[src/axi_pkg.sv]
package axi_pkg;

    //////////////////////////////////////////////////
    // Bus field widths
    //////////////////////////////////////////////////

    localparam int AXI_ADDR_WIDTH = 6;   // Byte address into the bridge window
    localparam int AXI_LEN_WIDTH  = 8;   // AxLEN, beats minus one

    // Beat count as carried on AxLEN
    typedef logic [AXI_LEN_WIDTH-1:0] axi_len_t;

    //////////////////////////////////////////////////
    // Response codes
    //////////////////////////////////////////////////

    typedef logic [1:0] axi_resp_t;

    localparam axi_resp_t RESP_OKAY   = 2'b00;
    localparam axi_resp_t RESP_SLVERR = 2'b10;   // Slave error, unmapped or no data

endpackage

[src/bridge_pkg.sv]
package bridge_pkg;

    import axi_pkg::*;

    //////////////////////////////////////////////////
    // Address map
    //////////////////////////////////////////////////

    localparam logic [AXI_ADDR_WIDTH-1:0] FIFO_ADDR   = 6'h00;  // Data window, both directions
    localparam logic [AXI_ADDR_WIDTH-1:0] CTRL_ADDR   = 6'h10;  // Write side
    localparam logic [AXI_ADDR_WIDTH-1:0] STATUS_ADDR = 6'h10;  // Read side

    // Control word
    localparam int FLUSH_TX_BIT = 0;   // Empty the outbound FIFO
    localparam int FLUSH_RX_BIT = 1;   // Empty the inbound FIFO

    // Status word
    localparam int STATUS_RX_EMPTY_BIT = 0;

    typedef enum logic [1:0] {
        TGT_FIFO,
        TGT_REG,
        TGT_NONE
    } addr_target_t;

    // Map a burst address onto its target, register address depends on direction
    function automatic addr_target_t decode_addr(input logic [AXI_ADDR_WIDTH-1:0] addr,
                                                 input logic is_write);
        logic [AXI_ADDR_WIDTH-1:0] reg_addr;
        reg_addr = is_write ? CTRL_ADDR : STATUS_ADDR;
        if (addr == FIFO_ADDR)
            return TGT_FIFO;
        return (addr == reg_addr) ? TGT_REG : TGT_NONE;
    endfunction

endpackage

[src/axi_fifo_bridge.sv]
`timescale 1ns/10ps

module axi_fifo_bridge
    import axi_pkg::*;
    import bridge_pkg::*;
#(
    parameter int DATA_WIDTH = 32,
    parameter int ID_WIDTH   = 4,
    parameter int FIFO_DEPTH = 16   // Power of two
) (
    input  logic                      s_axi_aclk,
    input  logic                      s_axi_aresetn,
    // Write address
    input  logic [AXI_ADDR_WIDTH-1:0] s_axi_awaddr,
    input  logic [ID_WIDTH-1:0]       s_axi_awid,
    input  axi_len_t                  s_axi_awlen,   // Burst closes on wlast
    input  logic                      s_axi_awvalid,
    output logic                      s_axi_awready,
    // Write data
    input  logic [DATA_WIDTH-1:0]     s_axi_wdata,
    input  logic                      s_axi_wlast,
    input  logic                      s_axi_wvalid,
    output logic                      s_axi_wready,
    // Write response
    output logic [ID_WIDTH-1:0]       s_axi_bid,
    output axi_resp_t                 s_axi_bresp,
    output logic                      s_axi_bvalid,
    input  logic                      s_axi_bready,
    // Read address
    input  logic [AXI_ADDR_WIDTH-1:0] s_axi_araddr,
    input  logic [ID_WIDTH-1:0]       s_axi_arid,
    input  axi_len_t                  s_axi_arlen,
    input  logic                      s_axi_arvalid,
    output logic                      s_axi_arready,
    // Read data
    output logic [ID_WIDTH-1:0]       s_axi_rid,
    output logic [DATA_WIDTH-1:0]     s_axi_rdata,
    output axi_resp_t                 s_axi_rresp,
    output logic                      s_axi_rlast,
    output logic                      s_axi_rvalid,
    input  logic                      s_axi_rready,
    // Outbound stream
    output logic [DATA_WIDTH-1:0]     sink_data,
    output logic                      sink_valid,
    input  logic                      sink_ready,
    // Inbound stream
    input  logic [DATA_WIDTH-1:0]     src_data,
    input  logic                      src_valid,
    output logic                      src_ready
);

    logic tx_push, tx_flush, tx_full, tx_empty;
    logic rx_pop, rx_flush, rx_full, rx_empty;
    logic [DATA_WIDTH-1:0] rx_data;

    // Control and status bits must fit in a data word
    if (DATA_WIDTH <= FLUSH_RX_BIT || DATA_WIDTH <= STATUS_RX_EMPTY_BIT) begin : g_width_check
        $error("DATA_WIDTH too narrow for the control and status words");
    end

    //////////////////////////////////////////////////
    // Stream glue
    //////////////////////////////////////////////////

    assign sink_valid = !tx_empty;
    assign src_ready  = !rx_full;

    axi_write_ctrl #(.DATA_WIDTH(DATA_WIDTH), .ID_WIDTH(ID_WIDTH)) u_write_ctrl (
        .s_axi_aclk, .s_axi_aresetn,
        .s_axi_awaddr, .s_axi_awid, .s_axi_awvalid, .s_axi_awready,
        .s_axi_wdata, .s_axi_wlast, .s_axi_wvalid, .s_axi_wready,
        .s_axi_bid, .s_axi_bresp, .s_axi_bvalid, .s_axi_bready,
        .tx_full, .tx_push, .tx_flush, .rx_flush
    );

    axi_read_ctrl #(.DATA_WIDTH(DATA_WIDTH), .ID_WIDTH(ID_WIDTH)) u_read_ctrl (
        .s_axi_aclk, .s_axi_aresetn,
        .s_axi_araddr, .s_axi_arid, .s_axi_arlen, .s_axi_arvalid, .s_axi_arready,
        .s_axi_rid, .s_axi_rdata, .s_axi_rresp, .s_axi_rlast, .s_axi_rvalid, .s_axi_rready,
        .rx_empty, .rx_data, .rx_pop
    );

    // Bus to sink, fed straight from wdata
    sync_fifo #(.WIDTH(DATA_WIDTH), .DEPTH(FIFO_DEPTH)) u_tx_fifo (
        .s_axi_aclk, .s_axi_aresetn,
        .flush(tx_flush), .push(tx_push), .wdata(s_axi_wdata),
        .pop(sink_valid && sink_ready), .rdata(sink_data),
        .full(tx_full), .empty(tx_empty)
    );

    // Source to bus
    sync_fifo #(.WIDTH(DATA_WIDTH), .DEPTH(FIFO_DEPTH)) u_rx_fifo (
        .s_axi_aclk, .s_axi_aresetn,
        .flush(rx_flush), .push(src_valid && src_ready), .wdata(src_data),
        .pop(rx_pop), .rdata(rx_data),
        .full(rx_full), .empty(rx_empty)
    );

endmodule

[src/axi_read_ctrl.sv]
`timescale 1ns/10ps

module axi_read_ctrl
    import axi_pkg::*;
    import bridge_pkg::*;
#(
    parameter int DATA_WIDTH = 32,
    parameter int ID_WIDTH   = 4
) (
    input  logic                      s_axi_aclk,
    input  logic                      s_axi_aresetn,

    // Read address
    input  logic [AXI_ADDR_WIDTH-1:0] s_axi_araddr,
    input  logic [ID_WIDTH-1:0]       s_axi_arid,
    input  axi_len_t                  s_axi_arlen,
    input  logic                      s_axi_arvalid,
    output logic                      s_axi_arready,

    // Read data
    output logic [ID_WIDTH-1:0]       s_axi_rid,
    output logic [DATA_WIDTH-1:0]     s_axi_rdata,
    output axi_resp_t                 s_axi_rresp,
    output logic                      s_axi_rlast,
    output logic                      s_axi_rvalid,
    input  logic                      s_axi_rready,

    // Inbound FIFO
    input  logic                      rx_empty,
    input  logic [DATA_WIDTH-1:0]     rx_data,     // Head word
    output logic                      rx_pop
);

    typedef enum logic {
        RD_IDLE,
        RD_BEATS
    } rd_state_t;

    typedef enum logic [1:0] {
        MODE_DATA,   // FIFO head per beat
        MODE_STAT,   // Status word per beat
        MODE_ERR     // Zero data, SLVERR
    } rd_mode_t;

    rd_state_t             state;
    rd_mode_t              mode;
    axi_len_t              beats_left;   // Beats after the current one
    logic [ID_WIDTH-1:0]   id_q;
    logic                  empty_q;      // rx_empty seen at AR time
    addr_target_t          ar_tgt;
    logic                  ar_fire;
    logic                  r_fire;
    logic [DATA_WIDTH-1:0] status_word;

    //////////////////////////////////////////////////
    // Handshakes and beat contents
    //////////////////////////////////////////////////

    assign ar_tgt        = decode_addr(s_axi_araddr, 1'b0);
    assign s_axi_arready = (state == RD_IDLE);
    assign ar_fire       = s_axi_arvalid && s_axi_arready;

    // Data beats wait for a word, the other modes never stall
    assign s_axi_rvalid = (state == RD_BEATS) && ((mode != MODE_DATA) || !rx_empty);
    assign r_fire       = s_axi_rvalid && s_axi_rready;
    assign rx_pop       = r_fire && (mode == MODE_DATA);

    assign s_axi_rlast = (state == RD_BEATS) && (beats_left == '0);
    assign s_axi_rid   = id_q;
    assign s_axi_rresp = (mode == MODE_ERR) ? RESP_SLVERR : RESP_OKAY;

    always_comb begin
        status_word                      = '0;
        status_word[STATUS_RX_EMPTY_BIT] = empty_q;
    end

    // Head is stable until popped, so rdata holds under rready low
    always_comb begin
        case (mode)
            MODE_DATA: s_axi_rdata = rx_data;
            MODE_STAT: s_axi_rdata = status_word;
            default:   s_axi_rdata = '0;
        endcase
    end

    //////////////////////////////////////////////////
    // Burst FSM
    //////////////////////////////////////////////////

    always_ff @(posedge s_axi_aclk) begin
        if (!s_axi_aresetn) begin
            state      <= RD_IDLE;
            mode       <= MODE_ERR;
            beats_left <= '0;
        end else begin
            case (state)
                RD_IDLE: begin
                    if (ar_fire) begin
                        beats_left <= s_axi_arlen;
                        state      <= RD_BEATS;   // First rvalid next cycle
                        case (ar_tgt)
                            TGT_FIFO: mode <= rx_empty ? MODE_ERR : MODE_DATA;
                            TGT_REG:  mode <= MODE_STAT;
                            default:  mode <= MODE_ERR;
                        endcase
                    end
                end
                RD_BEATS: begin
                    if (r_fire) begin
                        if (beats_left == '0) begin
                            state <= RD_IDLE;   // rlast beat taken
                        end else begin
                            beats_left <= beats_left - 1'b1;
                        end
                    end
                end
                default: state <= RD_IDLE;
            endcase
        end
    end

    always_ff @(posedge s_axi_aclk) begin
        if (ar_fire) begin
            id_q    <= s_axi_arid;
            empty_q <= rx_empty;   // Status snapshot for the whole burst
        end
    end

endmodule

[src/axi_write_ctrl.sv]
`timescale 1ns/10ps

module axi_write_ctrl
    import axi_pkg::*;
    import bridge_pkg::*;
#(
    parameter int DATA_WIDTH = 32,
    parameter int ID_WIDTH   = 4
) (
    input  logic                      s_axi_aclk,
    input  logic                      s_axi_aresetn,

    // Write address
    input  logic [AXI_ADDR_WIDTH-1:0] s_axi_awaddr,
    input  logic [ID_WIDTH-1:0]       s_axi_awid,
    input  logic                      s_axi_awvalid,
    output logic                      s_axi_awready,

    // Write data
    input  logic [DATA_WIDTH-1:0]     s_axi_wdata,
    input  logic                      s_axi_wlast,
    input  logic                      s_axi_wvalid,
    output logic                      s_axi_wready,

    // Write response
    output logic [ID_WIDTH-1:0]       s_axi_bid,
    output axi_resp_t                 s_axi_bresp,
    output logic                      s_axi_bvalid,
    input  logic                      s_axi_bready,

    // FIFO side
    input  logic                      tx_full,
    output logic                      tx_push,     // Same cycle as the W beat
    output logic                      tx_flush,    // One-cycle pulse
    output logic                      rx_flush     // One-cycle pulse
);

    typedef enum logic [1:0] {
        WR_IDLE,     // Waiting on AW
        WR_DATA,     // Taking W beats until wlast
        WR_RESP      // Holding B until bready
    } wr_state_t;

    wr_state_t           state;
    addr_target_t        tgt_q;      // Target of the open burst
    logic [ID_WIDTH-1:0] id_q;
    logic                aw_fire;
    logic                w_fire;
    logic                reg_beat;

    //////////////////////////////////////////////////
    // Handshakes
    //////////////////////////////////////////////////

    assign s_axi_awready = (state == WR_IDLE);
    assign aw_fire       = s_axi_awvalid && s_axi_awready;

    // Only FIFO beats can stall, control and unmapped beats always go through
    assign s_axi_wready = (state == WR_DATA) && ((tgt_q != TGT_FIFO) || !tx_full);
    assign w_fire       = s_axi_wvalid && s_axi_wready;

    assign tx_push  = w_fire && (tgt_q == TGT_FIFO);
    assign reg_beat = w_fire && (tgt_q == TGT_REG);

    // Response follows the latched target
    assign s_axi_bvalid = (state == WR_RESP);
    assign s_axi_bresp  = (tgt_q == TGT_NONE) ? RESP_SLVERR : RESP_OKAY;
    assign s_axi_bid    = id_q;

    //////////////////////////////////////////////////
    // Burst FSM
    //////////////////////////////////////////////////

    always_ff @(posedge s_axi_aclk) begin
        if (!s_axi_aresetn) begin
            state <= WR_IDLE;
            tgt_q <= TGT_NONE;
        end else begin
            case (state)
                WR_IDLE: begin
                    if (aw_fire) begin
                        tgt_q <= decode_addr(s_axi_awaddr, 1'b1);
                        state <= WR_DATA;
                    end
                end
                WR_DATA: begin
                    // Unmapped beats are dropped here too, burst still closes on wlast
                    if (w_fire && s_axi_wlast) begin
                        state <= WR_RESP;   // bvalid next cycle
                    end
                end
                WR_RESP: begin
                    if (s_axi_bready) begin
                        state <= WR_IDLE;
                    end
                end
                default: state <= WR_IDLE;
            endcase
        end
    end

    always_ff @(posedge s_axi_aclk) begin
        if (aw_fire) begin
            id_q <= s_axi_awid;   // Echoed on bid
        end
    end

    // Control beat to flush pulses, high the cycle after the beat
    always_ff @(posedge s_axi_aclk) begin
        if (!s_axi_aresetn) begin
            tx_flush <= 1'b0;
            rx_flush <= 1'b0;
        end else begin
            tx_flush <= reg_beat && s_axi_wdata[FLUSH_TX_BIT];
            rx_flush <= reg_beat && s_axi_wdata[FLUSH_RX_BIT];
        end
    end

endmodule

[src/sync_fifo.sv]
`timescale 1ns/10ps

module sync_fifo #(
    parameter int WIDTH = 32,
    parameter int DEPTH = 16      // Power of two
) (
    input  logic             s_axi_aclk,
    input  logic             s_axi_aresetn,
    input  logic             flush,        // Drop all contents
    input  logic             push,
    input  logic [WIDTH-1:0] wdata,
    input  logic             pop,
    output logic [WIDTH-1:0] rdata,        // Head word, shown ahead
    output logic             full,
    output logic             empty
);

    localparam int AW = $clog2(DEPTH);
    localparam logic [AW:0] FULL_COUNT = DEPTH[AW:0];

    logic [WIDTH-1:0] mem [DEPTH];
    logic [AW-1:0]    wr_ptr;
    logic [AW-1:0]    rd_ptr;
    logic [AW:0]      count;     // Occupancy, one extra bit for full

    //////////////////////////////////////////////////
    // Flags and head
    //////////////////////////////////////////////////

    assign full  = (count == FULL_COUNT);
    assign empty = (count == '0);
    assign rdata = mem[rd_ptr];   // Valid whenever empty is low

    //////////////////////////////////////////////////
    // Storage
    //////////////////////////////////////////////////

    always_ff @(posedge s_axi_aclk) begin
        if (push && !flush) begin
            mem[wr_ptr] <= wdata;
        end
    end

    // Pointers wrap on their own, depth is a power of two
    always_ff @(posedge s_axi_aclk) begin
        if (!s_axi_aresetn) begin
            wr_ptr <= '0;
            rd_ptr <= '0;
            count  <= '0;
        end else if (flush) begin  // Flush beats push and pop
            wr_ptr <= '0;
            rd_ptr <= '0;
            count  <= '0;
        end else begin
            if (push) begin
                wr_ptr <= wr_ptr + 1'b1;
            end
            if (pop) begin
                rd_ptr <= rd_ptr + 1'b1;
            end
            case ({push, pop})
                2'b10:   count <= count + 1'b1;
                2'b01:   count <= count - 1'b1;
                default: count <= count;     // Idle, or push and pop together
            endcase
        end
    end

endmodule

[config.mk]
export PLATFORM = sky130hd
export DESIGN_NAME = axi_fifo_bridge
export DESIGN_NICKNAME = d
export VERILOG_FILES = /design/src/axi_pkg.sv /design/src/bridge_pkg.sv /design/src/axi_fifo_bridge.sv /design/src/axi_read_ctrl.sv /design/src/axi_write_ctrl.sv /design/src/sync_fifo.sv
export SDC_FILE = /design/constraint.sdc
export NUM_CORES = 1
export LEC_CHECK = 0
export BUFFER_PORTS_ARGS = -buffer_cell sky130_fd_sc_hd__buf_2
export CORE_UTILIZATION = 50
export DETAILED_ROUTE_END_ITERATION = 12
export PLACE_DENSITY = 0.76
export SLEW_MARGIN = 20
export SYNTH_ARGS = -nofsm -noshare
export SYNTH_HDL_FRONTEND = slang
export SYNTH_SLANG_ARGS = --single-unit
export TNS_END_PERCENT = 100
[constraint.sdc]
create_clock -name s_axi_aclk -period 3.35 [get_ports s_axi_aclk]
set_input_delay 0.335 -clock s_axi_aclk [delete_from_list [all_inputs] [get_ports s_axi_aclk]]
set_output_delay 0.335 -clock s_axi_aclk [all_outputs]
set_load 0.05 [all_outputs]
==> results of run 1 <==
## kinds of logic (layout without fill, tap and decap cells)
| kind of cell | count (synthesis) | after routing | synth area share |
|---|---|---|---|
| AO/OA/AOI/OAI | 62 | 62 | 0.01052 |
| flip-flops | 1084 | 1084 | 0.7700 |
| other | 1 | 7 | 0.00009012 |
| adder cells (fa/ha/maj) | 18 | 18 | 0.005593 |
| multiplexers | 328 | 328 | 0.1751 |
| AND/OR/NAND/NOR | 197 | 197 | 0.02391 |
| buffers and inverters | 106 | 528 | 0.01073 |
| XOR/XNOR | 19 | 19 | 0.003999 |
## report_power, final
part	internal [W]	switching (W)	total (W)
clock	0.00657	0.00517	0.0117
sequential	0.0150	0.000129	0.0151
combinational	0.00138	0.00168	0.00306
total	0.0229	0.00698	0.0299
## flip-flops by register name, summed over array words and instances (netlist names), 4 cells and up, named ones only
| name | count |
|---|---|
| u_read_ctrl.s_axi_rid | 4 |
| u_rx_fifo.count | 5 |
| u_rx_fifo.mem | 512 |
| u_tx_fifo.wr_ptr | 4 |
| u_rx_fifo.rd_ptr | 4 |
| u_rx_fifo.wr_ptr | 4 |
| u_tx_fifo.rd_ptr | 4 |
| u_tx_fifo.mem | 512 |
| u_write_ctrl.s_axi_bid | 4 |
| u_read_ctrl.beats_left | 8 |
| u_tx_fifo.count | 5 |
## worst register-to-register path: cells and delay by family, from the launching register on
| kind | cells | cell delay, ns |
|---|---|---|
| AOI/OAI and AO/OA | 3 | 0.71 |
| xor gates and xnor gates | 2 | 0.27 |
| adders and majority gates | 2 | 0.53 |
| buffers and inverters | 1 | 0.18 |
| DFF | 1 | 0.41 |
| and+or+nand+nor | 2 | 0.82 |
## final cells by class
| type | count | area (um^2) | share of cell area |
|---|---|---|---|
| Sequential cell | 1084 | 32060 | 0.6576 |
| Multi-Input combinational cell | 626 | 9369 | 0.1922 |
| Clock buffer | 119 | 2659 | 0.05453 |
| Timing Repair Buffer | 314 | 2432 | 0.04989 |
| Tap cell | 1070 | 1339 | 0.02746 |
| Clock inverter | 77 | 815.8 | 0.01673 |
| Inverter | 18 | 67.56 | 0.001386 |
| Antenna cell | 5 | 12.51 | 0.0002566 |
## timing repair
action	in CTS	in global routing
endpoints found under the setup margin	29	4
hold buffers	45	0
setup buffers	6	1
hold endpoints to repair	377	0
## cell usage after synthesis, types with 7 or more instances
cell	instances	area, um^2
sky130_fd_sc_hd__xor2_1	13	113.9
sky130_fd_sc_hd__ha_1	17	212.7
sky130_fd_sc_hd__nor2_1	76	285.3
sky130_fd_sc_hd__dfxtp_1	51	1021
sky130_fd_sc_hd__nand3_1	7	35.03
sky130_fd_sc_hd__mux4_2	320	7207
sky130_fd_sc_hd__or3_1	7	43.79
sky130_fd_sc_hd__edfxtp_1	1033	31020
sky130_fd_sc_hd__a21oi_1	19	95.09
sky130_fd_sc_hd__and2_1	33	206.5
sky130_fd_sc_hd__nand2_1	36	135.1
sky130_fd_sc_hd__inv_1	16	60.06
sky130_fd_sc_hd__mux2i_1	8	80.08
sky130_fd_sc_hd__clkbuf_1	54	202.7
sky130_fd_sc_hd__buf_2	27	135.1
sky130_fd_sc_hd__nand2b_1	7	43.79
## per-stage QoR
step	cell area [um^2]	hold WS, ns	setup TNS [ns]	util	worst slack, ns
2_1_floorplan	41610	0.4339	-0.06494	-	-0.0006786
3_3_place_gp	44750	0.4656	0	0.5441	0.4928
3_5_place_dp	44750	0.4939	0	0.5441	0.3737
4_1_cts	48730	0.0003402	0	0.5925	0.005832
5_1_grt	48750	0.009719	0	0.5928	0.01402
6_report	48760	0.02990	0	0.5928	0.1506
## routing by layer
metal | wire length (um) | part of all wire | vias up | track usage
met5 | 81 | 0.00089 | - | 0
met4 | 2516 | 0.028 | 12 | 0.06685
met3 | 6465 | 0.071 | 180 | 0.04076
met2 | 48190 | 0.53 | 867 | 0.3828
met1 | 33840 | 0.37 | 10650 | 0.2729
li1 | - | - | 8321 | -
## worst max path at each step
stage          slack (ns)                         endpoint  cells past startpoint                       startpoint
6_report             0.15                    sink_data[28]                      4                         register
5_1_grt              0.01                    sink_data[28]                      4                         register
4_1_cts             0.006                   s_axi_rdata[7]                      5                         register
3_5_place_dp         0.37  u_tx_fifo.count[2]$_SDFFE_PP0P_                     10  u_tx_fifo.count[1]$_SDFFE_PP0P_
3_3_place_gp         0.49  u_tx_fifo.count[3]$_SDFFE_PP0P_                      8  u_tx_fifo.count[2]$_SDFFE_PP0P_
2_1_floorplan     -0.0007    u_tx_fifo.mem[1][0]$_DFFE_PP_                      6  u_tx_fifo.count[1]$_SDFFE_PP0P_
==> results.md, run 1 <==
- **shortest period the worst path allows** 3.199 ns
- **number of I/O port buffers** 183
- **total number of H-tree levels** 3
- **critical path's most frequent cell** sky130_fd_sc_hd__mux4_2
- **number of antenna violations at the first check in global routing** 12
- **outcome** completed
- **maximum buffer depth of the clock tree** 3
- **Post-Layout Cell Count** 3,313
- **Slew @ Worst Pin** 0.9330 ns
- **cell count after synthesis** 1,815
- **count of maximum capacitance violations** 0
- **post-synthesis sequential area ratio** 0.7700
- **drt drc** 0
- **crit path max fanout** 43
- **TritonCTS buffer count** 104
- **final WL** 91,090 um
- **post-CTS sizing** 0
- **Final Net Count** 2,276
- **DP Cell Count** 3,060
- **total count of hold-check failures in the final report** 0
- **most common cell after layout, fill and taps aside** sky130_fd_sc_hd__edfxtp_1
- **Yosys cell types** 57
- **Synth async-reset ratio** 0
- **critical path capture point type** output port
- **Initial Utilization** 0.5059
- **sum of overflow across all layers after global routing** 0
- **floorplan row count** 105
- **headroom to the max-slew limit** 0.3780
- **Syn-to-layout area delta** 17.17%
- **unrepaired setup endpoints after global routing** false
- **core region area** 82,240 um^2
- **ANT nets after route** 0
- **number of failing setup endpoints in the final timing report** 0
- **slack of the worst reg-to-reg path** 0.37 ns
- **crit path kind** reg -> out
- **total number of clock tree sinks** 1,084
- **Crit path max-delay family** multiplexers
- **Avg Synthesized Cell Area** 22.93 um^2
- **number of global-route vias before repair** 21,160
- **Worst Path Arrival** 2.86 ns
- **1st-pass router iterations** 6
- **Clock Pin Slew Worst Setup and Hold Paths** 0.07 ns
- **power consumption** 0.02989 W
- **pin count of the biggest net entering global routing** 45
- **share of cells above drive strength 1** 0.3548
- **number of synthesized flops with an enable pin** 1,033
- **Yosys reg bits** 1,084
- **Chip Height** 290.5 um
- **clock tree skew after final layout** 0.07627 ns
- **path depth of the worst reg2reg path** 10
- **clock latency at the later pin of the worst-skew pair** 0.69 ns
- **predominant post-synthesis flop cell** sky130_fd_sc_hd__edfxtp_1
- **final-layout fill cell count** 5,571
- **CP cell instances** buf_12 -> mux4_2 -> mux4_2 -> buf_2
- **post-route clock period utilization** 0.9551
- **via-per-instance ratio** 6.046
- **cell area after synthesis** 41,610 um^2
- **static leakage** 15.34 nW
- **critical path data required time** 3.01 ns
- **worst hold path endpoint** u_read_ctrl.mode[1]$_SDFFE_PN1P_
- **TritonCTS clock tree** yes
- **estimated wirelength of the detail-placed design** 49,460 um
- **DRC violation total after the first TritonRoute iteration** 1,925
- **type of the tightest min-delay check** in -> reg
- **count of warnings emitted by yosys** 0
- **CTS Root Buffer Type** sky130_fd_sc_hd__clkbuf_16
- **Pwr per Cell Area** 613.0 nW/um^2
- **total die area** 84,380 um^2
- **I/O Pins** 194
- **VDD IR max** 0.5120 mV
- **most frequent cells in the layout** sky130_fd_sc_hd__edfxtp_1 (1,033), sky130_fd_sc_hd__mux4_2 (320), sky130_fd_sc_hd__buf_2 (183)
- **pins over their slew limit** 0
- **total buffers and inverters traversed by the critical path** 2
- **slowest stage delay, CP** 0.58 ns
- **launch instance of the worst register-to-register path** u_tx_fifo.count[1]$_SDFFE_PP0P_
- **GR Util All Layers** 0.2170
- **maximum clock frequency** 312.6 MHz
- **number of cells on the worst hold path** 2
- **via count** 20,030
- **cell with the biggest individual delay on the critical path** sky130_fd_sc_hd__mux4_2
- **mean routed wirelength per cell** 27.50 um
- **first-pass GRT wire length** 134,900 um
- **beginning of the worst hold path** s_axi_aresetn
- **endpoint of the worst register-to-register path** u_tx_fifo.count[2]$_SDFFE_PP0P_
- **Die Width** 290.5 um
- **final estimated routing congestion in global placement** 0.7885
- **critical path startpoint category** register
Power figures use the tool's default switching activity.
==> inputs of run 2 (changes only) <==
--- a/config.mk
+++ b/config.mk
@@ -8,7 +8,9 @@
 export BUFFER_PORTS_ARGS = -buffer_cell sky130_fd_sc_hd__buf_2
 export CORE_UTILIZATION = 50
 export DETAILED_ROUTE_END_ITERATION = 12
+export GPL_ROUTABILITY_DRIVEN = 0
 export PLACE_DENSITY = 0.76
+export REMOVE_ABC_BUFFERS = 1
 export SLEW_MARGIN = 20
 export SYNTH_ARGS = -nofsm -noshare
 export SYNTH_HDL_FRONTEND = slang
==> run 2 against run 1 <==
  * Critical path depth increased by 2
  * Clock power about the same
  * Final cell count decreased by 0.63%
  * Highest routed layer unchanged
  * Worst hold slack got worse by 0.0039 ns
  * Sequential cell count unchanged
  * Count of clock-buffer cells in the layout increased by 9
  * Total power increased by 0.47%
  * Clock skew decreased by 0.029 ns
  * Worst setup slack got worse by 0.068 ns
  * Non-clock buffer count decreased by 19
  * First-iteration DRC count increased by 13%
==> results.md, run 2 (same netlist as run 1, synthesis figures left out) <==
- **maximum buffer depth of the clock tree** 3, unchanged
- **pins over their slew limit** 0, unchanged
- **pin count of the biggest net entering global routing** 69, +53%
- **drt drc** 0, unchanged
- **most common cell after layout, fill and taps aside** sky130_fd_sc_hd__edfxtp_1
- **critical path data required time** 3.01 ns, about the same
- **endpoint of the worst register-to-register path** u_tx_fifo.count[2]$_SDFFE_PP0P_
- **CTS Root Buffer Type** sky130_fd_sc_hd__clkbuf_16
- **type of the tightest min-delay check** in -> reg
- **Initial Utilization** 0.5059, unchanged
- **VDD IR max** 0.4474 mV, -13%
- **launch instance of the worst register-to-register path** u_tx_fifo.count[2]$_SDFFE_PP0P_
- **estimated wirelength of the detail-placed design** 46,950 um, -5.1%
- **crit path max fanout** 10, -77%
- **critical path startpoint category** register
- **first-pass GRT wire length** 136,300 um, +1.0%
- **headroom to the max-slew limit** 0.4405, +0.06242
- **total number of clock tree sinks** 1,084, unchanged
- **GR Util All Layers** 0.2203, +0.003309
- **clock network power share** 0.397, +0.004
- **sequential fraction of design power** 0.503, -0.002
- **core region area** 82,240 um^2, unchanged
- **Pwr per Cell Area** 616.0 nW/um^2, +0.50%
- **path depth of the worst reg2reg path** 11, +1
- **Worst Path Arrival** 2.93 ns, +0.07 ns
- **total die area** 84,380 um^2, unchanged
- **critical path capture point type** output port
- **number of failing setup endpoints in the final timing report** 0, unchanged
- **maximum clock frequency** 306.0 MHz, -2.1%
- **via-per-instance ratio** 6.073, +0.44%
- **clock latency at the later pin of the worst-skew pair** 0.69 ns, about the same
- **number of antenna violations at the first check in global routing** 8, -4
- **Syn-to-layout area delta** 17.15%, about the same
- **outcome** completed
- **Die Width** 290.5 um, unchanged
- **I/O Pins** 194, unchanged
- **ANT nets after route** 0, unchanged
- **sum of overflow across all layers after global routing** 0, unchanged
- **Clock Pin Slew Worst Setup and Hold Paths** 0.07 ns, about the same
- **count of maximum capacitance violations** 0, unchanged
- **most frequent cells in the layout** sky130_fd_sc_hd__edfxtp_1 (1,033), sky130_fd_sc_hd__mux4_2 (320), sky130_fd_sc_hd__buf_2 (182)
- **switching power total** 0.006887 W, -1.3%
- **Post-DP Area** 44,600 um^2, -0.32%
- **clock tree skew after final layout** 0.04765 ns, -0.02862 ns
- **1st-pass router iterations** 6, unchanged
- **total number of H-tree levels** 3, unchanged
- **Final Net Count** 2,257, -0.83%
- **shortest period the worst path allows** 3.267 ns, +0.06806 ns
- **crit path kind** reg -> out
- **final WL** 93,100 um, +2.2%
- **total count of hold-check failures in the final report** 0, unchanged
- **Slew @ Worst Pin** 0.8393 ns, -0.09363 ns
- **share of total power in combinational logic** 0.101, about the same
- **P_int** 0.02314 W, +1.0%
- **largest registers** u_rx_fifo.mem (512), u_tx_fifo.mem (512), u_read_ctrl.beats_left (8)
- **final design instance area without fill** 48,740 um^2, about the same
- **worst setup margin** 0.08251 ns, -0.06806 ns
- **unrepaired setup endpoints after global routing** false
- **Post-Place Worst Slack** 0.4846 ns, +0.1109 ns
- **via count** 19,990, -0.20%
- **slack of the worst reg-to-reg path** 0.46 ns, +0.09 ns
- **Chip Height** 290.5 um, unchanged
- **TritonCTS clock tree** yes
- **static leakage** 15.29 nW, -0.29%
- **DRC violation total after the first TritonRoute iteration** 2,178, +13%
- **mean routed wirelength per cell** 28.28 um, +2.9%
- **share of cells above drive strength 1** 0.3485, -0.006269
- **post-route clock period utilization** 0.9754, +0.02032
- **number of I/O port buffers** 183, unchanged
- **TritonCTS buffer count** 104, unchanged
- **last element of the critical path** s_axi_rdata[10]
- **number of global-route vias before repair** 21,190, +0.17%
- **floorplan row count** 105, unchanged
- **switching power as a share of total power** 0.2294, -0.004086
[run 2: timing repair]
action | in CTS | in global routing
gates cloned | 2 | 3
buffers inserted | 4 | 3
endpoints found under the hold margin | 327 | 0
hold buffers | 41 | 0
setup endpoints to repair | 17 | 14
resized for setup | 7 | 1
[run 2: power groups by stage]
stage                     logic (W)  registers (W)  clock network (W)
final                       0.00302         0.0151             0.0119
after CTS                   0.00306         0.0151             0.0121
after global placement      0.00291         0.0154                  0
after floorplan             0.00179         0.0156                  0
after detailed placement    0.00299         0.0154                  0
after global routing        0.00321         0.0151             0.0126
[run 2: final cells by class]
cell class / count / area (um^2)
Inverter: 18 / 67.56
Antenna cell: 4 / 10.01
Timing Repair Buffer: 295 / 2406
Multi-Input combinational cell: 626 / 9374
Clock inverter: 67 / 784.5
Fill cell: 5518 / 33500
Tap cell: 1070 / 1339
Sequential cell: 1084 / 32060
Clock buffer: 128 / 2703
[run 2: how the worst min path moves through the flow]
stage	from	to	slack [ns]	cells after the start
after floorplan	s_axi_aresetn	u_read_ctrl.mode[1]$_SDFFE_PN1P_	0.40	1
after global placement	u_read_ctrl.beats_left[1]$_SDFFE_PN0P_	u_read_ctrl.beats_left[1]$_SDFFE_PN0P_	0.47	2
after detailed placement	u_read_ctrl.beats_left[1]$_SDFFE_PN0P_	u_read_ctrl.beats_left[1]$_SDFFE_PN0P_	0.49	2
after CTS	s_axi_wdata[12]	u_tx_fifo.mem[15][12]$_DFFE_PP_	0.00003	1
after global routing	src_data[23]	u_rx_fifo.mem[15][23]$_DFFE_PP_	0.01	1
final	s_axi_awaddr[1]	u_write_ctrl.tgt_q[1]$_SDFFE_PN1P_	0.03	3
[run 2: metrics by stage]
stage / instances / utilization / total power, W / hold slack [ns] / setup TNS (ns)
detailed placement: 3040 / 0.5423 / 0.01837 / 0.4945 / 0
CTS: 3282 / 0.5913 / 0.03022 / 0.00003292 / 0
global placement: 3040 / 0.5423 / 0.01827 / 0.4655 / 0
floorplan: 1728 / - / 0.01739 / 0.3969 / -243.02
global route: 3290 / 0.5926 / 0.03088 / 0.01498 / 0
finish: 3292 / 0.5927 / 0.03003 / 0.02597 / 0
[run 2: worst max-delay path, stage by stage (launching register included)]
cell,delay (ns)
sky130_fd_sc_hd__dfxtp_4,0.43
sky130_fd_sc_hd__buf_12,0.16
sky130_fd_sc_hd__buf_16,0.16
sky130_fd_sc_hd__mux4_2,0.55
sky130_fd_sc_hd__mux4_2,0.51
sky130_fd_sc_hd__and2_1,0.21
sky130_fd_sc_hd__buf_2,0.22
[run 2: routing by layer]
layer  share of wire  global-route usage
met4           0.027             0.06788
met3           0.063             0.03694
met2            0.55              0.4043
met1            0.36              0.2655
met5         0.00068                   0
